[src/logic/adc_settings.svh]
`ifndef ADC_SETTINGS_SVH
`define ADC_SETTINGS_SVH

// converter geometry
`define ADC_CH_W 5
`define ADC_RES_W 12

// apb address width in bits
`define ADC_APB_AW 8

// register byte offsets
`define ADC_REG_CTRL 8'h00
`define ADC_REG_STATUS 8'h04
`define ADC_REG_VALID 8'h08
`define ADC_REG_RESULT_BASE 8'h80 // result n at base + 4*n

`endif

[src/logic/adc_pkg.sv]
`include "adc_settings.svh"

package adc_pkg;

  typedef logic [`ADC_CH_W-1:0] chan_t;
  typedef logic [`ADC_RES_W-1:0] sample_t;

  // control word, mode 0: one conversion
  typedef struct packed {
    logic mode;
    logic [30-`ADC_CH_W:0] rsvd;
    chan_t chan;
  } single_cmd_t;

  // control word, mode 1: walk first..last
  typedef struct packed {
    logic mode;
    logic [30-2*`ADC_CH_W:0] rsvd;
    chan_t first;
    chan_t last;
  } scan_cmd_t;

  // mode sits in bit 31 of both views
  typedef union packed {
    single_cmd_t single_view;
    scan_cmd_t scan_view;
  } adc_cmd_u;

  typedef enum logic [2:0] {
    st_idle,
    st_arm,
    st_wait_low,
    st_wait_high,
    st_next
  } conv_state_t;

endpackage

[src/logic/adc_if.sv]
interface conv_cmd_if;
  logic cmd_valid;
  logic cmd_ready;
  logic busy;
  adc_pkg::chan_t first;
  adc_pkg::chan_t last;

  modport source (
    output cmd_valid, first, last,
    input cmd_ready, busy
  );

  modport sink (
    input cmd_valid, first, last,
    output cmd_ready, busy
  );
endinterface

interface conv_res_if;
  logic res_wr;
  adc_pkg::chan_t res_chan;
  adc_pkg::sample_t res_data;
  logic scan_done; // pulses with the last write

  modport source (
    output res_wr, res_chan, res_data, scan_done
  );

  modport sink (
    input res_wr, res_chan, res_data, scan_done
  );
endinterface

[src/logic/adc_convert_ctrl.sv]
module adc_convert_ctrl (
  input logic clk,
  input logic reset,
  conv_cmd_if.sink cmd,
  conv_res_if.source res,
  output logic adc_start,
  output adc_pkg::chan_t adc_chnum,
  input logic adc_calibrate,
  input logic adc_datavalid,
  input adc_pkg::sample_t adc_result
);

  adc_pkg::conv_state_t state;
  adc_pkg::chan_t cur_chan;
  adc_pkg::chan_t last_chan;
  logic take;
  logic got_result;
  logic last_hit;

  assign take = cmd.cmd_valid & cmd.cmd_ready & (state == adc_pkg::st_idle);
  assign got_result = (state == adc_pkg::st_wait_high) & adc_datavalid;
  assign last_hit = (cur_chan == last_chan);

  always_ff @(posedge clk) begin
    if (reset) begin
      state <= adc_pkg::st_idle;
      cmd.cmd_ready <= 1'b0;
      cmd.busy <= 1'b0;
      adc_start <= 1'b0;
      adc_chnum <= '0;
      res.res_wr <= 1'b0;
      res.scan_done <= 1'b0;
    end else begin
      res.res_wr <= 1'b0;
      res.scan_done <= 1'b0;
      case (state)
        adc_pkg::st_idle: begin
          if (take) begin
            cmd.cmd_ready <= 1'b0;
            cmd.busy <= 1'b1;
            state <= adc_pkg::st_arm;
          end else begin
            cmd.cmd_ready <= 1'b1;
          end
        end
        adc_pkg::st_arm: begin
          adc_chnum <= cur_chan;
          if (!adc_calibrate) begin // hold off while calibrating
            adc_start <= 1'b1;
            state <= adc_pkg::st_wait_low;
          end
        end
        adc_pkg::st_wait_low: begin
          if (!adc_datavalid) begin
            state <= adc_pkg::st_wait_high;
          end
        end
        adc_pkg::st_wait_high: begin
          if (adc_datavalid) begin // fresh result after the low phase
            adc_start <= 1'b0;
            res.res_wr <= 1'b1;
            if (last_hit) begin
              res.scan_done <= 1'b1;
              cmd.busy <= 1'b0;
              cmd.cmd_ready <= 1'b1;
              state <= adc_pkg::st_idle;
            end else begin
              state <= adc_pkg::st_next;
            end
          end
        end
        adc_pkg::st_next: begin
          state <= adc_pkg::st_arm; // write of previous result overlaps
        end
        default: begin
          state <= adc_pkg::st_idle;
        end
      endcase
    end
  end

  always_ff @(posedge clk) begin
    if (take) begin
      cur_chan <= cmd.first;
      last_chan <= cmd.last;
    end else if (state == adc_pkg::st_next) begin
      cur_chan <= cur_chan + 1'b1; // wraps past the top channel
    end
    if (got_result) begin
      res.res_chan <= cur_chan;
      res.res_data <= adc_result;
    end
  end

endmodule

[src/logic/adc_reg_decode.sv]
`include "adc_settings.svh"

module adc_reg_decode (
  input logic clk,
  input logic reset,
  input logic psel,
  input logic penable,
  input logic pwrite,
  input logic [`ADC_APB_AW-1:0] paddr,
  input logic [31:0] pwdata,
  output logic [31:0] prdata,
  output logic pready,
  output logic pslverr,
  conv_cmd_if.source cmd,
  output adc_pkg::chan_t rd_chan,
  output logic rd_strobe,
  input adc_pkg::sample_t rd_data,
  input logic [31:0] valid_mask,
  input logic done,
  output logic done_clr
);

  logic access;
  logic is_ctrl;
  logic is_status;
  logic is_valid;
  logic is_result;
  logic mapped;
  logic ctrl_busy;
  logic ctrl_wr;
  adc_pkg::adc_cmd_u cmd_word;

  assign access = psel & penable;

  assign is_ctrl = (paddr == `ADC_REG_CTRL);
  assign is_status = (paddr == `ADC_REG_STATUS);
  assign is_valid = (paddr == `ADC_REG_VALID);
  assign is_result = (paddr >= `ADC_REG_RESULT_BASE) && (paddr[1:0] == 2'b00);
  assign mapped = is_ctrl | is_status | is_valid | is_result;

  // running or still waiting for the handshake
  assign ctrl_busy = cmd.busy | cmd.cmd_valid;

  assign pready = 1'b1;
  assign pslverr = access & (~mapped | (pwrite & is_ctrl & ctrl_busy));

  assign ctrl_wr = access & pwrite & is_ctrl & ~ctrl_busy;
  assign cmd_word = pwdata;

  // result window index
  assign rd_chan = paddr[`ADC_CH_W+1:2];
  assign rd_strobe = access & ~pwrite & is_result;
  assign done_clr = access & ~pwrite & is_status;

  always_ff @(posedge clk) begin
    if (reset) begin
      cmd.cmd_valid <= 1'b0;
    end else if (ctrl_wr) begin
      cmd.cmd_valid <= 1'b1;
    end else if (cmd.cmd_ready) begin
      cmd.cmd_valid <= 1'b0; // taken by the controller
    end
  end

  always_ff @(posedge clk) begin
    if (ctrl_wr) begin
      if (cmd_word.scan_view.mode) begin
        cmd.first <= cmd_word.scan_view.first;
        cmd.last <= cmd_word.scan_view.last;
      end else begin
        cmd.first <= cmd_word.single_view.chan; // single is a scan of one
        cmd.last <= cmd_word.single_view.chan;
      end
    end
  end

  always_comb begin
    prdata = '0;
    if (is_status) begin
      prdata[1:0] = {done, ctrl_busy};
    end else if (is_valid) begin
      prdata = valid_mask;
    end else if (is_result) begin
      prdata[`ADC_RES_W-1:0] = rd_data;
    end
  end

endmodule

[src/logic/adc_result_bank.sv]
`include "adc_settings.svh"

module adc_result_bank (
  input logic clk,
  input logic reset,
  conv_res_if.sink res,
  input adc_pkg::chan_t rd_chan,
  input logic rd_strobe,
  output adc_pkg::sample_t rd_data,
  output logic [31:0] valid_mask,
  output logic done,
  input logic done_clr
);

  adc_pkg::sample_t samples [0:(1<<`ADC_CH_W)-1];
  logic [31:0] valid;

  always_ff @(posedge clk) begin
    if (res.res_wr) begin
      samples[res.res_chan] <= res.res_data;
    end
  end

  always_ff @(posedge clk) begin
    if (reset) begin
      valid <= '0;
    end else begin
      if (rd_strobe) begin
        valid[rd_chan] <= 1'b0;
      end
      if (res.res_wr) begin
        valid[res.res_chan] <= 1'b1; // write beats a same-cycle read
      end
    end
  end

  always_ff @(posedge clk) begin
    if (reset) begin
      done <= 1'b0;
    end else if (res.scan_done) begin
      done <= 1'b1;
    end else if (done_clr) begin
      done <= 1'b0;
    end
  end

  // read path is combinational for the apb access phase
  assign rd_data = samples[rd_chan];
  assign valid_mask = valid;

endmodule

[src/logic/adc_subsystem.sv]
`include "adc_settings.svh"

module adc_subsystem (
  input logic clk,
  input logic reset,
  input logic psel,
  input logic penable,
  input logic pwrite,
  input logic [`ADC_APB_AW-1:0] paddr,
  input logic [31:0] pwdata,
  output logic [31:0] prdata,
  output logic pready,
  output logic pslverr,
  output logic adc_start,
  output adc_pkg::chan_t adc_chnum,
  input logic adc_calibrate,
  input logic adc_datavalid,
  input adc_pkg::sample_t adc_result
);

  adc_pkg::chan_t rd_chan;
  logic rd_strobe;
  adc_pkg::sample_t rd_data;
  logic [31:0] valid_mask;
  logic done;
  logic done_clr;

  conv_cmd_if cmd_bus ();
  conv_res_if res_bus ();

  adc_reg_decode i_decode (
    .clk(clk),
    .reset(reset),
    .psel(psel),
    .penable(penable),
    .pwrite(pwrite),
    .paddr(paddr),
    .pwdata(pwdata),
    .prdata(prdata),
    .pready(pready),
    .pslverr(pslverr),
    .cmd(cmd_bus.source),
    .rd_chan(rd_chan),
    .rd_strobe(rd_strobe),
    .rd_data(rd_data),
    .valid_mask(valid_mask),
    .done(done),
    .done_clr(done_clr)
  );

  adc_convert_ctrl i_execute (
    .clk(clk),
    .reset(reset),
    .cmd(cmd_bus.sink),
    .res(res_bus.source),
    .adc_start(adc_start),
    .adc_chnum(adc_chnum),
    .adc_calibrate(adc_calibrate),
    .adc_datavalid(adc_datavalid),
    .adc_result(adc_result)
  );

  adc_result_bank i_result (
    .clk(clk),
    .reset(reset),
    .res(res_bus.sink),
    .rd_chan(rd_chan),
    .rd_strobe(rd_strobe),
    .rd_data(rd_data),
    .valid_mask(valid_mask),
    .done(done),
    .done_clr(done_clr)
  );

endmodule

[config.mk]
export PLATFORM = sky130hd
export DESIGN_NAME = adc_subsystem
export DESIGN_NICKNAME = d
export VERILOG_FILES = /design/src/logic/adc_pkg.sv /design/src/logic/adc_if.sv /design/src/logic/adc_convert_ctrl.sv /design/src/logic/adc_reg_decode.sv /design/src/logic/adc_result_bank.sv /design/src/logic/adc_subsystem.sv
export VERILOG_INCLUDE_DIRS = /design/src /design/src/logic
export SDC_FILE = /design/constraint.sdc
export NUM_CORES = 1
export LEC_CHECK = 0
export ABC_AREA = 1
export BUFFER_PORTS_ARGS = -buffer_cell sky130_fd_sc_hd__buf_4
export CAP_MARGIN = 30
export CORE_UTILIZATION = 49
export DETAILED_ROUTE_END_ITERATION = 6
export PLACE_DENSITY = 0.69
export SLEW_MARGIN = 20
export SYNTH_ARGS = -nofsm -noshare
export SYNTH_HDL_FRONTEND = slang
export SYNTH_SLANG_ARGS = --single-unit
[constraint.sdc]
create_clock -name clk -period 2.4 [get_ports clk]
set_input_delay 0.48 -clock clk [delete_from_list [all_inputs] [get_ports clk]]
set_output_delay 0.48 -clock clk [all_outputs]
set_load 0.1 [all_outputs]
**Yosys cells after proc, flatten, opt, wreduce, memory -nomap -nowiden**

Memories as Yosys holds them, arrays and structs flattened.
Cells that the tools add are included.

- Flip-flop bits (word level): 84
- RAM bits: 384
- Bits of input ports: 59
- Output and inout bits: 40
- Word-level logic and storage cells: 118
- Memories kept: 1

Memories:

| name | words | bits a word | rd ports | clocked after Yosys merged registers in | wr ports | RTL line | source |
|---|---|---|---|---|---|---|---|
| i_result.samples | 32 | 12 | 1 | 0 | 1 | adc_result_bank.sv:15 | `` adc_pkg::sample_t samples [0:(1<<`ADC_CH_W)-1]; `` |

- Add/sub/neg operators: 1
- $lt $le $gt $ge: 5
- Equality and inequality tests: 12
- Multiplexer cells: 40
- Bitwise logic cells: 26
- Reduce and logical (&&, ||, !) cells: 17

Operators by type and width:

| kind | number |
|---|---|
| 32-bit two-way mux | 3 |
| 32-bit AND | 1 |
| 32-bit NOT | 1 |
| 32-bit OR | 1 |
| 30-bit two-way mux | 1 |
| 12-bit two-way mux | 2 |
| 20-bit two-way mux | 1 |
| 1-bit two-way mux | 18 |
| 3-bit two-way mux | 5 |
| 5-bit two-way mux | 3 |
| 3-bit one-hot mux with 5 select lines | 1 |
| 1-bit AND | 13 |
| 5-bit by 6-bit < comparator with 1-bit output, second input constant | 2 |
| 1-bit demux with 5-bit select | 2 |
| 5-bit by 1-bit greater-or-equal comparator with 1-bit output, second input constant | 2 |
| 2-bit nonzero test | 5 |
| 8-bit by 3-bit equality test with 1-bit output, second input constant | 1 |
| 8-bit by 4-bit equality test with 1-bit output, second input constant | 1 |
| 8-bit greater-or-equal comparator, second input constant | 1 |
| 8-bit logical NOT | 1 |
| 4-bit AND reduction | 2 |
| 3-bit by 2-bit equality test with 1-bit output, second input constant | 2 |
| 2-bit inequality test, second input constant | 3 |
| 1-bit one-hot mux with 2 select lines | 3 |
| 14 further kinds | 26 |

**Longest topological paths before layout**

Gate-level depths: netlist (run 1).

- Depth after elaboration: 10
- Mapped depth: 14
- Mapped depth without buffers: 11

**Modules after synthesis**

From an unflattened synthesis (run 1), not the netlist that was laid out.

- Cell total of the unflattened synthesis: 1972
- Area total of the unflattened synthesis: 19917.9 sq um

Modules (own cells, without submodules):

| module | instances | cells each | area an instance (sq um) | seq. area each (sq um) |
|---|---|---|---|---|
| adc_result_bank | 1 | 1711 | 17360.4 | 12191.7 |
| adc_convert_ctrl | 1 | 142 | 1586.5 | 1071.0 |
| adc_reg_decode | 1 | 119 | 970.9 | 320.3 |

**Worst setup path after synthesis (run 1)**

No wires, ideal clock.

- Path kind: input-to-output
- Start: in paddr[2]
- End: out pslverr
- Data arrival time: 2.827 ns
- Data required time: 1.920 ns
- Path slack: -0.907 ns
- Cell stages on the path: 7
- Buffers on the path: 2
- Path through: buf_4 > nor2_2 > buf_2 > nand3_1 > inv_1 > nand3_1 > a21oi_1

- Cells in the longest elaborated chain, start to end: 7
- Elaborated cells on any way between the ends: 13
- Those cells by class: order compare (1); eq/ne (2); bitwise (8); reduce/logical (2)

RTL lines:

| item | RTL line | source |
|---|---|---|
| start: declaration | adc_subsystem.sv:9 | `` input logic [`ADC_APB_AW-1:0] paddr, `` |
| branches (longest 5 deep; another with 8-bit greater-or-equal comparator) | -- |  |
| 1-bit OR * | adc_reg_decode.sv:45 | `assign pslverr = access & (~mapped \| (pwrite & is_ctrl & ctrl_busy));` |
| 1-bit AND * | adc_reg_decode.sv:45 |  |
| end: declaration | adc_subsystem.sv:13 | `output logic pslverr,` |

Every way passes the cells marked *.

**Worst setup path in the final report (run 1)**

- Start: in paddr[2]
- End: out prdata[4]

- Cells in the longest elaborated chain, start to end: 5
- Elaborated cells on any way between the ends: 8
- Those cells by class: order compare (1); eq/ne (2); mux (3); reduce/logical (1); memory (1)

RTL lines:

| item | RTL line | source |
|---|---|---|
| 8-bit greater-or-equal comparator (no line) | -- |  |
| 1-bit logical AND | adc_reg_decode.sv:38 | `` assign is_result = (paddr >= `ADC_REG_RESULT_BASE) && (paddr[1:0] == 2'b00); `` |
| 12-bit two-way mux | adc_reg_decode.sv:83 | `end else if (is_result) begin` |
| 12-bit two-way mux | adc_reg_decode.sv:81 | `end else if (is_valid) begin` |
| 30-bit two-way mux * | adc_reg_decode.sv:79 | `if (is_status) begin` |
| end: declaration | adc_subsystem.sv:11 | `output logic [31:0] prdata,` |

Every way passes the cells marked *; elsewhere a longest branch is shown, timed or not.

==> metrics.md, run 1 <==
| Metric | Value |
|---|---|
| Non-Filler Instances | approximately 2600 |
| #FFs+latches synth | 468 |
| First-pass GRT wire length | 75.4 mm |
| Starting density of the core | 49.8% |
| RePlAce Congestion | 0.931 |
| DP Worst Slack | -0.345 ns |
| Die area | 40000 sq um |
| Crit-path leading delay family | buffers and inverters |
| Die height | approximately 200 um |
| Detailed Place HPWL | 32.8 mm |
| Vias in the first global route | approximately 13000 |
| Cell taking the most area after synthesis | edfxtp_1 |
| Layout cells sized above 1 | 22.9% |
| Antenna violations before repair | 2 |
| Failing checks | setup timing |
| Htree depth | 2 |
| Peak VDD IR | 0.499 mV |
| Nets | between 2000 and 2500 |
| # IOs | 99 |
| Post-synth top area share | 65.7% |
| Cell with the most instances after synthesis | nand2_1 |
| Main combinational cell family by area after synthesis | simple AND/OR/NAND/NOR gates |
| PwrDens | 721 nW/um^2 |
| Adder-cell share of the synthesized area | 0.0651% |
| Finished Core Util | 63.4% |
| GRT overflow | 0 |
| Sequential area share after synthesis | 70.6% |
| Synth top area cells | edfxtp_1 66%, nand2_1 16%, dfxtp_1 4.9%, a21oi_1 2.0%, nor2_1 1.9% |
| Cells after Synth | 1803 |
| Largest net degree at the start of global routing | 36 |
| WP data required | 1.92 ns |
| Area of the core | 38600 sq um |
| Yosys warnings | 0 |
| Worst slew pin tran | 0.705 ns |
| Uppermost routed layer | met5 |
| Post-synthesis compound-gate area fraction | 3.99% |
| DP Cell Count | 2479 |
| Mux share of post-synthesis cell area | less than 1% |
| Later-pin clock latency in the skew report | ~0.56 ns |
| Final ANT Viol Nets | 0 |
| Minimum clock period | around 2.5 ns |
| Hold Crit Class | in2reg |
| Final period util | 104% |
| Final Setup Violations | 12 |
| DR vias | 13927 |
| Area growth, synth to finish | 27.4% |
| Slew HR | a little over half |
| Reg2Reg Setup Slack | 0.51 ns |
| Syn_nets | 1863 |
| Startpoint types | input port |
| Slowest stage delay, CP | 0.16 ns |
| Post-DR wirelength/cell | between 20 and 25 um |
| Fin. max-slew vios | 0 |
| Outcome | finished with violations |
| Post-synth top cells | 824 x nand2_1, 421 x edfxtp_1, 96 x nor2_1, 77 x inv_1, 75 x a21oi_1 |
| MaxCap Viol Count | 0 |
| Placed standard-cell area | 21800 sq um |
| Clock Skews | 0.0236 ns |
| Post-synth ARST share | 0% |
| Tot GR Track Use | 26.0% |
| Post-synth EDFFs | 421 |
| Leak pwr | 0.00942 uW |
| Wl on met1 | 20.5 mm |
| Final worst setup slack | -0.105 ns |
| IO buf count | 76 |
| Routed WL | 53.0 mm |
| Critical path buffers and inverters | 6 |
| Sink Count | between 400 and 500 |
| Site Rows | 72 |
| Post-synthesis simple-gate area fraction | 21.0% |
| Chip Width | 200 um |
| Overall Power | 17700 uW |
| Met3 WL | approximately 5.6 mm |
| Avg Inst Size Synth | about 11 sq um |
| FILL cells | 2771 |
| # DRC | 0 |
| Max clock buf depth | 3 |
| Cell variety after synth | 37 |
| CTS root buf | clkbuf_16 |
| Clock tree from TritonCTS | built |
| Maximum clock frequency | 399 MHz |
| Critical-path maximum fanout | 16 |
| Critical path class | in2out |
| Post-Synth XOR/XNOR Area | 0.182% |
| Worst endpoint data arrival time | slightly above 2 ns |
| Final instance area | 24500 sq um |
| Initial DRC Count | 1493 |
| Slowest-stage cell, CP | buf_12 |
| Crit end category | output pin |
| CTS clk-pin slew, worst paths | 0.06 ns |
| Met2 WL | around 25 mm |
| RSZ-0062 raised after global routing | true |
| Vias per cell | between 5 and 6 |
| First-pass DRT Iterations | 6 |
| Top FF cell, synth | edfxtp_1 |
| Fin. Hold Viols | 0 |
| Cell Area, Synth | 19200 sq um |
| Cells along the critical path | buf_16 > nand2_2 > inv_2 > buf_12 > buf_4 > nand2_1 > nand4_1 > nand2_1 > nand2_2 > nor2_1 > buf_4 > nand2_1 > nand2_1 > nand2_2 > buf_12 |
| Crit path top cell by count | nand2_1 |
| CTS Buf Count | 47 |
[where the power goes]
| group | switching [uW] | leakage [uW] | internal, uW |
|---|---|---|---|
| Combinational | 990 | 0.00451 | 526 |
| Sequential | 41.9 | 0.00416 | 8860 |
| Clock | 2950 | 0.000748 | 4290 |
| Total | 3980 | 0.00942 | 13700 |
[worst paths after layout]
kind | end | cells after the start | startpoint
setup / recovery | prdata[4] | 15 | paddr[2]
hold / removal | i_execute.res.res_data[8]$_DFFE_PP_ | 1 | adc_result[8]
setup reg to reg | i_result.samples[9][5]$_DFFE_PP_ | 5 | i_execute.res.res_chan[3]$_DFFE_PP_
hold reg to reg | i_execute.last_chan[2]$_DFFE_PP_ | 0 | i_decode.cmd.last[2]$_DFFE_PP_
[placed cells by master, fill, tap and decap left out, types with 13 or more instances in the layout]
master,count
a21oi_1,72
buf_12,43
buf_4,163
buf_6,21
buf_8,15
clkbuf_16,54
dfxtp_1,47
edfxtp_1,421
inv_1,74
nand2_1,759
nand2_2,59
nand3_1,40
nor2_1,64
nor2_4,27
nor3_1,14
o21ai_0,45
o21ai_1,13
[metal layers]
metal	vias up	track usage [%]
li1	6476	-
met3	120	5.90
met4	2	9.87
met1	6665	34.9
met2	664	41.4
met5	-	0
[state kept, by name (all words and copies together), names as in the netlist]
signal,count
i_execute.cur_chan,5
i_execute.cmd.busy,1
i_execute.res.res_wr,1
i_decode.cmd.first,5
i_execute.res.res_data,12
i_execute.adc_start,1
i_decode.cmd.last,5
i_execute.res.scan_done,1
i_result.valid_mask,32
i_execute.state,3
i_execute.res.res_chan,5
i_decode.cmd.cmd_valid,1
i_execute.adc_chnum,5
i_execute.last_chan,5
i_result.samples,384
i_execute.cmd.cmd_ready,1
i_result.done,1
[kinds of logic (layout without fill, tap and decap cells)]
kind of cell / count (synthesis) / after routing
buffers and inverters: 163 / 431
AOI/OAI and AO/OA: 149 / 149
DFF: 468 / 468
adders and majority gates: 1 / 1
and+or+nand+nor: 1012 / 1012
muxes: 5 / 5
xor gates and xnor gates: 4 / 4
other: 1 / 3
[through the flow]
| stage | TNS (ns) | hold slack, ns |
|---|---|---|
| after global placement | -6.89 | 0.407 |
| after detailed placement | -7.43 | 0.416 |
| final | -0.838 | 0.106 |
| after floorplan | -1.46 | 0.400 |
| after CTS | -0.856 | 0.0860 |
| after global routing | -1.92 | 0.0857 |
[layout make-up]
type / count / area, sq um / share of cell area (%)
diodes: 2 / 5.00 / 0.0204
clock buffers: 62 / 1280 / 5.24
clock inverters: 24 / 240 / 0.981
inverters: 86 / 374 / 1.53
multi-input cells: 1172 / 5420 / 22.1
flip-flops and latches: 468 / 13600 / 55.4
well taps: 518 / 648 / 2.65
repair buffers: 257 / 2930 / 11.9
repair inverters: 2 / 15.0 / 0.0613
[repair_timing]
| action | 4_1_cts | 5_1_grt |
|---|---|---|
| hold buffers | 0 | 0 |
| setup endpoints to repair | 33 | 33 |
| buffers inserted | 5 | 7 |
| gates resized for setup | 126 | 123 |
| cloned | 4 | 8 |
| pin swaps | 13 | 52 |
No activity file was read; power rests on OpenSTA's default activity.
==> inputs of run 2 (changes only) <==
- SETUP_SLACK_MARGIN: not set -> 0.2
==> run 2 against run 1 <==
The run still ends with setup timing left. Flip-flop and latch count did not move. Setup slack worse by 0.026 ns. Maximum frequency decreased by 1.0%. Final cell count fell by 0.66%.
==> metrics.md, run 2 (synthesis gave the netlist of run 1 again) <==
| Metric | Value |
|---|---|
| Crit end category | output pin |
| Nets | a little over 2000 |
| Largest net degree at the start of global routing | 42 |
| Hold Crit Class | in2reg |
| Max clock buf depth | 3 |
| Maximum clock frequency | roughly 400 MHz |
| Register Area | 13600 sq um |
| Max reg flops | 384 |
| Fin. Hold Viols | 0 |
| PwrDens | just over 700 nW/um^2 |
| Outcome | finished with violations |
| DP Cell Count | 2472 |
| Final period util | 105% |
| # diodes | 0 |
| First-pass GRT wire length | ~77 mm |
| Initial DRC Count | between 1000 and 1500 |
| Area of the core | 38600 sq um |
| Fin. max-slew vios | 0 |
| Critical-path maximum fanout | 10 |
| Area of the multi-input gates | between 5000 and 6000 sq um |
| Vias per cell | about 5.4 |
| Most common cell after layout, fill and taps aside | nand2_1 |
| Commonest non-fill, non-tap cells in the layout | 728 x nand2_1, 421 x edfxtp_1, 151 x buf_4, 76 x nand2_2, 74 x inv_1 |
| Post-DR wirelength/cell | 20.5 um |
| Worst endpoint data arrival time | 2.05 ns |
| Die area | 40000 sq um |
| # DRC | 0 |
| IO buf count | between 70 and 80 |
| Starting density of the core | between 40% and 50% |
| Worst slew pin tran | roughly 0.54 ns |
| Vias in the first global route | 13273 |
| WP data required | 1.92 ns |
| Area growth, synth to finish | 28.6% |
| First-pass DRT Iterations | 5 |
| Final Setup Violations | 13 |
| Hold slack | 0.0834 ns |
| Biggest register | i_result.samples |
| Htree depth | 2 |
| Slew HR | 64.3% |
| RePlAce Congestion | 0.891 |
| Peak VDD IR | 0.666 mV |
| Tot GR Track Use | 26.3% |
| Clock Skews | 0.0286 ns |
| Minimum clock period | 2.53 ns |
| FILL cells | 2761 |
| MaxCap Viol Count | 0 |
| Die height | 200 um |
| Slowest-stage cell, CP | buf_12 |
| Antenna violations before repair | 0 |
| DR vias | 13882 |
| GRT overflow | 0 |
| Routed WL | 52.7 mm |
| Site Rows | around 70 |
| Overall Power | 17900 uW |
| Failing checks | setup timing |
| Later-pin clock latency in the skew report | 0.59 ns |
| Detailed Place HPWL | approximately 33 mm |
| CTS Buf Count | 47 |
| Startpoint types | input port |
| Layout cells sized above 1 | 25.0% |
| RSZ-0062 raised after global routing | true |
| Slowest stage delay, CP | 0.16 ns |
| Crit path top cell by count | buf_12 |
| Finished Core Util | a little under two thirds |
| Non-Filler Instances | about 2600 |
| Clock tree from TritonCTS | built |
| Leak pwr | 0.00942 uW |
| Critical path class | in2out |
| Final worst setup slack | -0.132 ns |
| Cells along the critical path | buf_12 > buf_8 > nor2_4 > buf_12 > buf_12 > buf_16 > nand2_1 > nand2_1 > o21ai_1 > nand2_2 > nor2_1 > nand2_2 > nand2_4 > nand2_4 > buf_12 |
| Final ANT Viol Nets | 0 |
| Sink Count | 468 |
| # IOs | 99 |
| CTS clk-pin slew, worst paths | 0.06 ns |
| Chip Width | 200 um |
| CTS root buf | clkbuf_16 |
-- run 2: cell types whose count changed in the layout (fill, tap and decap cells not counted), sizes merged --
cell | before | now
buf | 248 | 239
bufbuf | 1 | 0
bufinv | 5 | 7
clkbuf | 70 | 57
clkinv | 17 | 21
diode | 2 | 0
inv | 87 | 89
-- run 2: power breakdown --
group          internal (uW)  switching, uW  leakage, uW  total (uW)
Clock                   4380           3050     0.000765        7430
Combinational            534           1010      0.00450        1540
Sequential              8860           37.2      0.00416        8900
-- run 2: timing repair --
item                       4_1_cts  5_1_grt
hold buffers                     0        0
setup endpoints to repair       33       33
resized for setup              196      113
cloned                           2        4
buffers inserted                 2        6
pin swaps                       33       73
-- run 2: layout make-up --
type	count	share of cell area (%)
clock buffers	53	4.89
clock inverters	34	1.44
inverters	86	1.44
multi-input cells	1172	22.8
flip-flops and latches	468	54.9
well taps	518	2.62
repair buffers	243	11.9
-- run 2: metal layers --
| layer | share of wire [%] | vias to the layer above | global-route usage [%] |
|---|---|---|---|
| li1 | - | 6450 | - |
| met1 | 40 | 6657 | 35.6 |
| met2 | 48 | 649 | 43.2 |
| met3 | 8.7 | 126 | 4.00 |
| met4 | 3.2 | 0 | 9.16 |
| met5 | 0 | - | 0 |
-- run 2: metrics by stage --
stage               TNS, ns  instance area, sq um  worst slack (ns)
floorplan                 0                 19600             0.173
global placement      -8.14                 21900            -0.382
detailed placement    -8.99                 21900            -0.373
CTS                   -1.31                 24200            -0.133
global route          -2.00                 24700            -0.217
finish                -1.07                 24700            -0.132
-- run 2: path summary, 6_finish.rpt --
kind / slack (ns) / endpoint / startpoint / depth (start not counted)
setup / recovery: -0.13 / prdata[2] / paddr[2] / 15
hold / removal: 0.08 / i_execute.res.res_data[3]$_DFFE_PP_ / adc_result[3] / 1
setup reg to reg: 0.55 / i_result.valid_mask[4]$_SDFF_PP0_ / i_execute.res.res_chan[2]$_DFFE_PP_ / 7
hold reg to reg: 0.42 / i_execute.last_chan[0]$_DFFE_PP_ / i_decode.cmd.last[0]$_DFFE_PP_ / 0
-- run 2: worst max-delay path, delay by kind of cell --
kind	cells	cell delay (ns)
buffers and inverters	6	0.77
and+or+nand+nor	8	0.64
AOI/OAI and AO/OA	1	0.14
